$ cat src/logic/kv_cfg.svh
`ifndef KV_CFG_SVH
`define KV_CFG_SVH

// --------------------
// request queues
// --------------------

// entries per queue, also the source credit count per op
`define KV_QUEUE_DEPTH 8

// --------------------
// bucket table
// --------------------

// log2 of the bucket count
`define KV_BUCKET_BITS 4
`define KV_SLOTS 4

// set writes slot 0 only, a mask bit of 1 keeps the byte
`define KV_SET_MASK 64'hffff_ffff_ffff_0000

`endif

$ cat src/logic/kv_pkg.sv
`default_nettype none

`include "kv_cfg.svh"

package kv_pkg;

	// request fields
	typedef logic [95:0] kv_key_t;
	typedef logic [31:0] kv_value_t;
	typedef logic [31:0] kv_hash_t;

	// low hash bits pick the bucket
	typedef logic [`KV_BUCKET_BITS-1:0] bucket_t;

	// memory user interface
	typedef logic [29:0] mig_addr_t;
	typedef logic [511:0] line_t;
	typedef logic [63:0] strb_t;

	typedef enum logic {
		kv_get,
		kv_set
	} kv_op_e;

	typedef struct packed {
		kv_op_e    op;
		kv_hash_t  hash;
		kv_key_t   key;
		kv_value_t value;
	} kv_req_t;

	// one of four slots in a line, key on top
	typedef struct packed {
		kv_key_t   key;
		kv_value_t value;
	} slot_t;

	typedef enum logic [2:0] {
		mig_write = 3'd0,
		mig_read  = 3'd1
	} mig_cmd_e;

	typedef struct packed {
		mig_addr_t addr;
		mig_cmd_e  cmd;
	} mig_req_t;

	typedef struct packed {
		line_t data;
		strb_t mask;
	} mig_wdf_t;

	typedef enum logic [1:0] {
		st_wait_calib,
		st_fill,
		st_run
	} issue_state_e;

endpackage

`default_nettype wire

$ cat src/logic/kv_bucket_lookup.sv
`default_nettype none

`include "kv_cfg.svh"

module kv_bucket_lookup
	import kv_pkg::*;
(
	input  wire          ui_mig_clk,
	input  wire          ui_mig_rst,
	input  wire          read_issued,
	input  wire kv_key_t issued_key,
	input  wire          app_rd_data_valid,
	input  wire line_t   app_rd_data,
	output logic         resp_valid,
	output logic         resp_hit
);

	kv_key_t head_key;
	logic pend_empty;
	logic take_line;
	logic s1_valid;
	line_t s1_line;
	kv_key_t s1_key;
	logic [`KV_SLOTS-1:0] s1_match;
	logic [`KV_SLOTS-1:0] s2_match;

	// keys of reads in flight, in command order
	kv_req_queue #(
		.entry_t (kv_key_t),
		.DEPTH   (`KV_QUEUE_DEPTH)
	) u_pending_keys (
		.ui_mig_clk (ui_mig_clk),
		.ui_mig_rst (ui_mig_rst),
		.push       (read_issued),
		.push_data  (issued_key),
		.pop        (take_line),
		.pop_data   (head_key),
		.empty      (pend_empty)
	);

	assign take_line = app_rd_data_valid && !pend_empty;

	// --------------------
	// slot compare
	// --------------------
	always_comb begin
		slot_t slot;
		for (int i = 0; i < `KV_SLOTS; i++) begin
			slot = slot_t'(s1_line[i*128 +: 128]);
			s1_match[i] = (slot.key == s1_key);
		end
	end

	always_ff @(posedge ui_mig_clk) begin
		s1_line <= app_rd_data;
		s1_key <= head_key;
		s2_match <= s1_match;
	end

	always_ff @(posedge ui_mig_clk) begin
		if (ui_mig_rst) begin
			s1_valid <= 1'b0;
			resp_valid <= 1'b0;
		end else begin
			s1_valid <= take_line;
			resp_valid <= s1_valid;
		end
	end

	// any slot holding the key is a hit
	assign resp_hit = |s2_match;

endmodule

`default_nettype wire

$ cat src/logic/kv_mig_issue.sv
`default_nettype none

`include "kv_cfg.svh"

module kv_mig_issue
	import kv_pkg::*;
(
	input  wire          ui_mig_clk,
	input  wire          ui_mig_rst,
	input  wire          init_calib_complete,
	input  wire          req_valid,
	input  wire kv_req_t req,
	input  wire          app_rdy,
	input  wire          app_wdf_rdy,
	output logic         app_en,
	output mig_req_t     app_req,
	output logic         app_wdf_wren,
	output mig_wdf_t     app_wdf,
	output logic         set_credit,
	output logic         init_mem,
	output logic         read_issued,
	output kv_key_t      issued_key
);

	issue_state_e state;
	bucket_t fill_cnt;
	logic req_valid_q;
	kv_req_t req_q;
	kv_req_t set_head;
	kv_req_t get_head;
	logic set_empty;
	logic get_empty;
	logic rr_set;
	logic fill_go;
	logic set_ok;
	logic get_ok;
	logic issue_set;
	logic issue_get;
	logic show_get;

	function automatic mig_addr_t bucket_addr(input bucket_t b);
		return mig_addr_t'({b, 6'b0});
	endfunction

	// --------------------
	// request queues
	// --------------------
	always_ff @(posedge ui_mig_clk) begin
		req_q <= req;
	end

	kv_req_queue #(
		.entry_t (kv_req_t),
		.DEPTH   (`KV_QUEUE_DEPTH)
	) u_set_queue (
		.ui_mig_clk (ui_mig_clk),
		.ui_mig_rst (ui_mig_rst),
		.push       (req_valid_q && req_q.op == kv_set),
		.push_data  (req_q),
		.pop        (issue_set),
		.pop_data   (set_head),
		.empty      (set_empty)
	);

	kv_req_queue #(
		.entry_t (kv_req_t),
		.DEPTH   (`KV_QUEUE_DEPTH)
	) u_get_queue (
		.ui_mig_clk (ui_mig_clk),
		.ui_mig_rst (ui_mig_rst),
		.push       (req_valid_q && req_q.op == kv_get),
		.push_data  (req_q),
		.pop        (issue_get),
		.pop_data   (get_head),
		.empty      (get_empty)
	);

	// --------------------
	// arbitration
	// --------------------
	assign fill_go = (state == st_fill) && app_rdy && app_wdf_rdy;
	assign set_ok = (state == st_run) && !set_empty && app_rdy && app_wdf_rdy;
	assign get_ok = (state == st_run) && !get_empty && app_rdy;
	assign issue_set = set_ok && (rr_set || !get_ok);
	assign issue_get = get_ok && !issue_set;
	// stays on the preferred head while the memory stalls
	assign show_get = issue_get || (!issue_set && !get_empty && (set_empty || !rr_set));

	assign app_en = fill_go || issue_set || issue_get;
	assign app_wdf_wren = fill_go || issue_set;
	assign read_issued = issue_get;
	assign issued_key = get_head.key;

	always_comb begin
		// sweep default: zero line, nothing masked
		app_req.cmd = mig_write;
		app_req.addr = bucket_addr(fill_cnt);
		app_wdf.data = '0;
		app_wdf.mask = '0;
		if (state == st_run) begin
			if (show_get) begin
				app_req.cmd = mig_read;
				app_req.addr = bucket_addr(bucket_t'(get_head.hash));
			end else begin
				app_req.addr = bucket_addr(bucket_t'(set_head.hash));
				app_wdf.data = line_t'(slot_t'{key: set_head.key, value: set_head.value});
				app_wdf.mask = `KV_SET_MASK;
			end
		end
	end

	// --------------------
	// sweep and control
	// --------------------
	always_ff @(posedge ui_mig_clk) begin
		if (ui_mig_rst) begin
			state <= st_wait_calib;
			fill_cnt <= '0;
			init_mem <= 1'b0;
			rr_set <= 1'b0;
			set_credit <= 1'b0;
			req_valid_q <= 1'b0;
		end else begin
			req_valid_q <= req_valid;
			set_credit <= issue_set;
			if (set_ok && get_ok) begin
				rr_set <= !rr_set;
			end
			case (state)
				st_wait_calib: begin
					if (init_calib_complete) begin
						state <= st_fill;
					end
				end
				st_fill: begin
					if (fill_go) begin
						fill_cnt <= fill_cnt + 1'b1;
						// last bucket written
						if (&fill_cnt) begin
							state <= st_run;
							init_mem <= 1'b1;
						end
					end
				end
				default: begin
					state <= st_run;
				end
			endcase
		end
	end

endmodule

`default_nettype wire

$ cat src/logic/kv_req_queue.sv
`default_nettype none

module kv_req_queue #(
	parameter type entry_t = logic,
	parameter int  DEPTH   = 8
) (
	input  wire    ui_mig_clk,
	input  wire    ui_mig_rst,
	input  wire    push,
	input  entry_t push_data,
	input  wire    pop,
	output entry_t pop_data,
	output logic   empty
);

	localparam int PTR_W = (DEPTH > 1) ? $clog2(DEPTH) : 1;
	localparam int CNT_W = $clog2(DEPTH + 1);

	entry_t mem [DEPTH];
	logic [PTR_W-1:0] wr_ptr;
	logic [PTR_W-1:0] rd_ptr;
	logic [CNT_W-1:0] count;
	logic do_push;
	logic do_pop;

	function automatic logic [PTR_W-1:0] next_ptr(input logic [PTR_W-1:0] p);
		return (p == PTR_W'(DEPTH - 1)) ? '0 : p + 1'b1;
	endfunction

	assign empty = (count == '0);
	assign do_pop = pop && !empty;
	// a full queue still takes a push when it pops in the same cycle
	assign do_push = push && ((count != CNT_W'(DEPTH)) || do_pop);

	always_ff @(posedge ui_mig_clk) begin
		if (ui_mig_rst) begin
			wr_ptr <= '0;
			rd_ptr <= '0;
			count <= '0;
		end else begin
			if (do_push) begin
				wr_ptr <= next_ptr(wr_ptr);
			end
			if (do_pop) begin
				rd_ptr <= next_ptr(rd_ptr);
			end
			count <= count + CNT_W'(do_push) - CNT_W'(do_pop);
		end
	end

	always_ff @(posedge ui_mig_clk) begin
		if (do_push) begin
			mem[wr_ptr] <= push_data;
		end
	end

	// head entry, shown without a register
	assign pop_data = mem[rd_ptr];

endmodule

`default_nettype wire

$ cat src/logic/kv_store_top.sv
`default_nettype none

module kv_store_top
	import kv_pkg::*;
(
	input  wire          ui_mig_clk,
	input  wire          ui_mig_rst,
	input  wire          init_calib_complete,
	// network side
	input  wire          req_valid,
	input  wire kv_req_t req,
	output logic         set_credit,
	output logic         init_mem,
	output logic         resp_valid,
	output logic         resp_hit,
	// memory user interface
	output logic         app_en,
	output mig_req_t     app_req,
	input  wire          app_rdy,
	output logic         app_wdf_wren,
	output mig_wdf_t     app_wdf,
	input  wire          app_wdf_rdy,
	input  wire          app_rd_data_valid,
	input  wire line_t   app_rd_data
);

	// one accepted read, with its key
	logic read_issued;
	kv_key_t issued_key;

	kv_mig_issue u_kv_mig_issue (
		.ui_mig_clk          (ui_mig_clk),
		.ui_mig_rst          (ui_mig_rst),
		.init_calib_complete (init_calib_complete),
		.req_valid           (req_valid),
		.req                 (req),
		.app_rdy             (app_rdy),
		.app_wdf_rdy         (app_wdf_rdy),
		.app_en              (app_en),
		.app_req             (app_req),
		.app_wdf_wren        (app_wdf_wren),
		.app_wdf             (app_wdf),
		.set_credit          (set_credit),
		.init_mem            (init_mem),
		.read_issued         (read_issued),
		.issued_key          (issued_key)
	);

	kv_bucket_lookup u_kv_bucket_lookup (
		.ui_mig_clk        (ui_mig_clk),
		.ui_mig_rst        (ui_mig_rst),
		.read_issued       (read_issued),
		.issued_key        (issued_key),
		.app_rd_data_valid (app_rd_data_valid),
		.app_rd_data       (app_rd_data),
		.resp_valid        (resp_valid),
		.resp_hit          (resp_hit)
	);

endmodule

`default_nettype wire

$ cat config.mk
export PLATFORM = sky130hd
export DESIGN_NAME = kv_store_top
export DESIGN_NICKNAME = d
export VERILOG_FILES = /design/src/logic/kv_pkg.sv /design/src/logic/kv_bucket_lookup.sv /design/src/logic/kv_mig_issue.sv /design/src/logic/kv_req_queue.sv /design/src/logic/kv_store_top.sv
export VERILOG_INCLUDE_DIRS = /design/src /design/src/logic
export SDC_FILE = /design/constraint.sdc
export NUM_CORES = 2
export LEC_CHECK = 0
export BUFFER_PORTS_ARGS = -buffer_cell sky130_fd_sc_hd__buf_2
export CELL_PAD_IN_SITES_DETAIL_PLACEMENT = 1
export CELL_PAD_IN_SITES_GLOBAL_PLACEMENT = 1
export CORE_MARGIN = 2
export CORE_UTILIZATION = 42
export CTS_BUF_LIST = sky130_fd_sc_hd__clkbuf_2 sky130_fd_sc_hd__clkbuf_4 sky130_fd_sc_hd__clkbuf_8
export DETAILED_ROUTE_END_ITERATION = 7
export GPL_TIMING_DRIVEN = 0
export PLACE_DENSITY_LB_ADDON = 0.1
export SYNTH_ARGS = -nofsm -noshare
export SYNTH_HDL_FRONTEND = slang
export SYNTH_SLANG_ARGS = --single-unit
$ cat constraint.sdc
create_clock -name ui_mig_clk -period 37.2 [get_ports ui_mig_clk]
set_input_delay 0 -clock ui_mig_clk [delete_from_list [all_inputs] [get_ports ui_mig_clk]]
set_output_delay 0 -clock ui_mig_clk [all_outputs]
set_load 0.02 [all_outputs]
* After elaboration in Yosys (flattened, before gate mapping)
Memories as Yosys holds them, arrays and structs flattened. A register that Yosys moved wholly into a read port is not among the register bits. Cells that the tools add are included.
Operators by class: $add $sub $neg 13, equal/unequal tests 18, mux-type cells 25, bitwise operators 1, reductions and logical operators 44
Operators by type and width (number):
- $mux 576 | 1
- $eq 96x96->1 | 4
- $mux 192 | 1
- $mux 33 | 1
- $mux 3 | 10
- $logic_and 1x1->1 | 21
- $add 3x1->3 const B | 6
- $eq 3x3->1 const B | 6
- $add 4x1->4 | 3
- $logic_not 4->1 | 3
- $ne 4x4->1 const B | 3
- $sub 4x1->4 | 3
- $mux 10 | 1
- $logic_or 1x1->1 | 8
- $mux 1 | 7
- $logic_not 1->1 | 6
- $mux 2 | 3
- $reduce_and 6->1 | 1
- $add 4x1->4 const B | 1
- $ne 2x2->1 const B | 2
- $pmux 2 s2 | 1
- $reduce_and 4->1 | 1
- $reduce_or 4->1 | 1
- $reduce_and 3->1 | 1
- 6 further kinds | 6
Storage, ports and cells: register bits after elaboration 719, RAM bits 3344, output and inout bits 615, memories kept 3
Memories:
- u_kv_mig_issue.u_get_queue.mem | depth 8, width 161, rd ports 1, clocked after memory_dff 1, wr ports 1, line kv_req_queue.sv:19 | entry_t mem [DEPTH];
- u_kv_mig_issue.u_set_queue.mem | depth 8, width 161, rd ports 1, clocked after memory_dff 1, wr ports 1, line kv_req_queue.sv:19
- u_kv_bucket_lookup.u_pending_keys.mem | depth 8, width 96, rd ports 1, clocked after memory_dff 1, wr ports 1, line kv_req_queue.sv:19

* Logic depth before layout (Yosys ltp)
depth after elaboration 14, depth in mapped cells 14, depth with buffers taken out 13

* Hierarchy
From an unflattened synthesis, not the netlist that was laid out.
Unflattened totals: cell total of the unflattened synthesis 7030, area, all modules 151927.0 µm²
By module, submodules not included:
- kv_req_queue at u_kv_mig_issue.u_get_queue ... | instances 2, cells each 1951, area an instance 49421.1 µm², sequential area each 38937.3 µm²
- kv_req_queue at u_kv_bucket_lookup.u_pending_keys | instances 1, cells each 1200, area an instance 29588.4 µm², sequential area each 23322.4 µm²
- kv_bucket_lookup | instances 1, cells each 1050, area an instance 14263.7 µm², sequential area each 9729.3 µm²
- kv_mig_issue | instances 1, cells each 878, area an instance 9232.6 µm², sequential area each 3423.3 µm²

* Least setup slack after synthesis
OpenSTA, ideal clock, no wires.
kind reg-to-reg, from reg u_kv_mig_issue.u_set_queue.count[2], to mem u_kv_mig_issue.u_get_queue.mem[1][100] in the netlist's numbering (enable), library setup time 0.840 ns, data arrival time 11.701 ns, required time 36.360 ns, path slack 24.659 ns, cell stages (with the launch flop) 7, buffers on the path 0, path through dfxtp_1 > inv_1 > ha_1 > or3b_2 > a31oi_1 > o21ai_0 > nor4b_1
Between the ends: word-level cells in the longest chain between the ends 13
RTL lines:
- start, declared | line kv_req_queue.sv:22 | logic [CNT_W-1:0] count;
- start signal, assigned | line kv_req_queue.sv:47 | count <= count + CNT_W'(do_push) - CNT_W'(do_pop);
- $logic_not 4->1 | line kv_req_queue.sv:30 | assign empty = (count == '0);
- $logic_not 1->1 | line kv_mig_issue.sv:82 | assign set_ok = (state == st_run) && !set_empty && app_rdy && app_wdf_rdy;
- $logic_and 1x1->1 (3 in series) | line kv_mig_issue.sv:82
- $logic_and 1x1->1 | line kv_mig_issue.sv:84 | assign issue_set = set_ok && (rr_set || !get_ok);
- $logic_not 1->1 | line kv_mig_issue.sv:85 | assign issue_get = get_ok && !issue_set;
- $logic_and 1x1->1 | line kv_mig_issue.sv:85
- $logic_and 1x1->1 | line kv_req_queue.sv:31 | assign do_pop = pop && !empty;
- $logic_or 1x1->1 | line kv_req_queue.sv:33 | assign do_push = push && ((count != CNT_W'(DEPTH)) || do_pop);
- $logic_and 1x1->1 | line kv_req_queue.sv:33
- $mux 1 | line kv_req_queue.sv:52 | if (do_push) begin
- $mux 1 (implied by the code) | line kv_req_queue.sv:53 | mem[wr_ptr] <= push_data;
- end, declared | line kv_req_queue.sv:19
Every way passes these cells.

==> impl_metrics.toml <==
[clocking]
cts_max_level = 6
cts_buffers = 557
clk_pin_slew_worst_paths_ps = 60
cts_setup_buffers = 0
cts-root-buf = "clkbuf_8"
clock_sinks = 3289
clock_path_buffers = 4
clk_latency_ps = 1170
cts_tree = "built"

[timing]
maxSlewHeadroom_pct = -30.2
fin_setup_tns_ps = 0
setup_viol = 0
hold_viol = 0
fin_ws_ps = 32270
period_minus_slack_ps = 4930
fin_worst_skew_ps = 83.1
fin_crit_sh_pct = 13.3
worstMarginPinSlew_ps = 1940
rsz0062_at_grt = "false"
drv_slew = 4
max_freq_mhz = 203
hold_ws_ps = 74.5

[placement]
gp_congestion = 0.931
io_buffers = 709
dp_hpwl_mm = 252
pre_cts_ws_ps = 32610

[synthesis]
ys_warn_count = 0
synth_cell_type_count = 53
synth_edf_count = 2624
avgSynthCellArea_um2 = 20.7
synthFlopType = "edfxtp_1"
synth_cells = 5851
synth-seq-cells = 3289
synth.cell_area_um2 = 121000
async_reset_ff_share_pct = 0
ys_seq_area_share_pct = 76.0

[die]
io_pins = 1295
floorplan.initialDensity_pct = 42.2
die_y_um = 541
num_rows = 197
core_um2 = 287000
die_w_um = 541
die-area_um2 = 293000

[status]
outcome = "complete, but fails checks"
violations = "max-capacitance violations, max-slew violations"

[cells_and_area]
seq_area_um2 = 92100
final_common_cell = "edfxtp_1"
final_cell_mix = "edfxtp_1, dlygate4sd3_1, buf_2, dfxtp_1, mux4_2"
multi_input_area_um2 = 26200
utilization_pct = 56.3
area_growth_pct = 33.6
drive_above_1_share_pct = 34.6
nets = 10100
nFillCells = 26100

[drt]
antenna_left = 0
drcViolationCount = 0
routed_wl_mm = 397
dr_total_vias = 69100
via_per_inst = 5.08
wire_per_inst_um = 29.1
drt_pre_antenna_iters = 5
drtIter0Drc = 6009

[global_routing]
grtUsageTotal_pct = 26.9
gr-total-overflow = 0
grt_start_max_net_pins = 49
antenna_found_initial = 26
grt_pass1_vias = 75300
grt_pass1_wl_mm = 563

[power_and_ir_drop]
p_leak_nw = 57.6
total_power_mw = 8.41
peakVddDrop_mv = 0.0329
p_per_area_nw_per_um2 = 52.0

[flow_run]
cap_violations = 2

[worst_setup_path]
rr_worst_depth = 6
path_max_fanout = 39
r2r_slack_ps = 32370
r2r-end = "u_kv_bucket_lookup.s2_match[2]"
critPathLaunchType = "flip-flop"
worstSetupPathType = "reg2out"
crit_path_start = "u_kv_mig_issue.u_set_queue.count[2]"
crit_arrival_ps = 4930
crit_end = "app_wdf[21]"
end_kind = "primary output"
r2r-start = "u_kv_bucket_lookup.s1_key[35]"
required_ps = 37200

[worst_hold_path]
hold_class = "in2reg"
Yosys cell counts, drive strengths merged, types with 2 or more instances:
cell type / number / share of area (%)
edfxtp: 2624 / 65
dfxtp: 665 / 11
mux4: 656 / 12
buf: 590 / 3.4
xnor2: 252 / 1.8
mux2: 196 / 1.8
nor2: 172 / 0.53
mux2i: 142 / 1.2
xor2: 137 / 0.99
clkbuf: 113 / 0.35
nand4: 77 / 0.40
nor4: 52 / 0.27
ha: 30 / 0.31
inv: 28 / 0.087
nand2: 20 / 0.064
a21oi: 14 / 0.058
nor3: 12 / 0.050
nor3b: 10 / 0.078
nor2b: 9 / 0.046
nand2b: 8 / 0.043
nand3: 5 / 0.021
or3: 4 / 0.021
a21o: 3 / 0.019
a31oi: 3 / 0.028
fa: 3 / 0.050
o21ai: 3 / 0.012
a221o: 2 / 0.017
a22oi: 2 / 0.012
nor4b: 2 / 0.014
or3b: 2 / 0.014
layer usage:
layer  vias to the layer above  routed length, um  track usage, %
met1                     36400             164000            35.4
met2                      2622             188000            43.2
met5                         -                 69               0
li1                      29300                  -               -
met4                        10              22400            13.5
met3                       793              21900            4.49
power by group:
| part | internal, mW | switching [mW] |
|---|---|---|
| sequential | 4.04 | 0.177 |
| clock | 1.84 | 1.54 |
| combinational | 0.391 | 0.419 |
what timing repair did:
item / in CTS / in global routing
hold buffers: 1516 / 0
resized for setup: 0 / 0
hold endpoints to repair: 604 / 0
logic make-up (layout without fill, tap and decap cells):
logic type / Yosys count / in the layout / synth area share [%]
DFF: 3289 / 3289 / 76.0
muxes: 994 / 994 / 15.2
buffers and inverters: 731 / 4259 / 3.82
xor gates and xnor gates: 389 / 389 / 2.81
and+or+nand+nor: 377 / 377 / 1.57
AOI/OAI and AO/OA: 37 / 37 / 0.219
adders and majority gates: 33 / 33 / 0.359
other: 1 / 454 / 0.00310
state kept, by name, indices dropped and copies added, names as in the netlist, 96 cells and up, named ones only:
name,flops
u_kv_bucket_lookup.s1_line,384
u_kv_bucket_lookup.u_pending_keys.mem,768
u_kv_mig_issue.u_get_queue.mem,800
u_kv_bucket_lookup.s1_key,96
u_kv_mig_issue.req_q,133
u_kv_mig_issue.u_set_queue.mem,1056
worst max-delay path, stage by stage (launching register included):
cell,delay (ps)
dfxtp_1,300
inv_1,100
ha_1,190
or3b_2,480
a32oi_1,270
nand2b_1,140
buf_2,220
buf_2,780
buf_2,380
clkinv_1,340
buf_12,290
buf_4,140
buf_2,150
metrics by stage:
stage | cell area, um2 | instances
floorplan | 123000 | 6278
global placement | 131000 | 10800
detailed placement | 135000 | 11100
CTS | 162000 | 13600
global route | 162000 | 13600
finish | 162000 | 13600
final cells by class:
cell class | instances | area share [%]
clock buffers | 849 | 6.35
plain buffers | 703 | 2.80
repair buffers | 2522 | 13.9
flip-flops and latches | 3289 | 56.9
clock inverters | 157 | 0.805
diodes | 26 | 0.0402
multi-input cells | 2258 | 16.2
inverters | 28 | 0.0650
well taps | 3781 | 2.92
how the worst min path moves through the flow:
stage,cells past startpoint,startpoint,slack [ps],endpoint
2_1_floorplan,0,app_rd_data[100],30,u_kv_bucket_lookup.s1_line[100]
3_3_place_gp,1,req[82],100,u_kv_mig_issue.req_q[82]
3_5_place_dp,1,app_rd_data[56],100,u_kv_bucket_lookup.s1_line[56]
4_1_cts,3,app_rd_data[118],0.2,u_kv_bucket_lookup.s1_line[118]
5_1_grt,3,app_rd_data[118],-1,u_kv_bucket_lookup.s1_line[118]
6_report,3,app_rd_data[118],70,u_kv_bucket_lookup.s1_line[118]
Power figures use the tool's default switching activity.
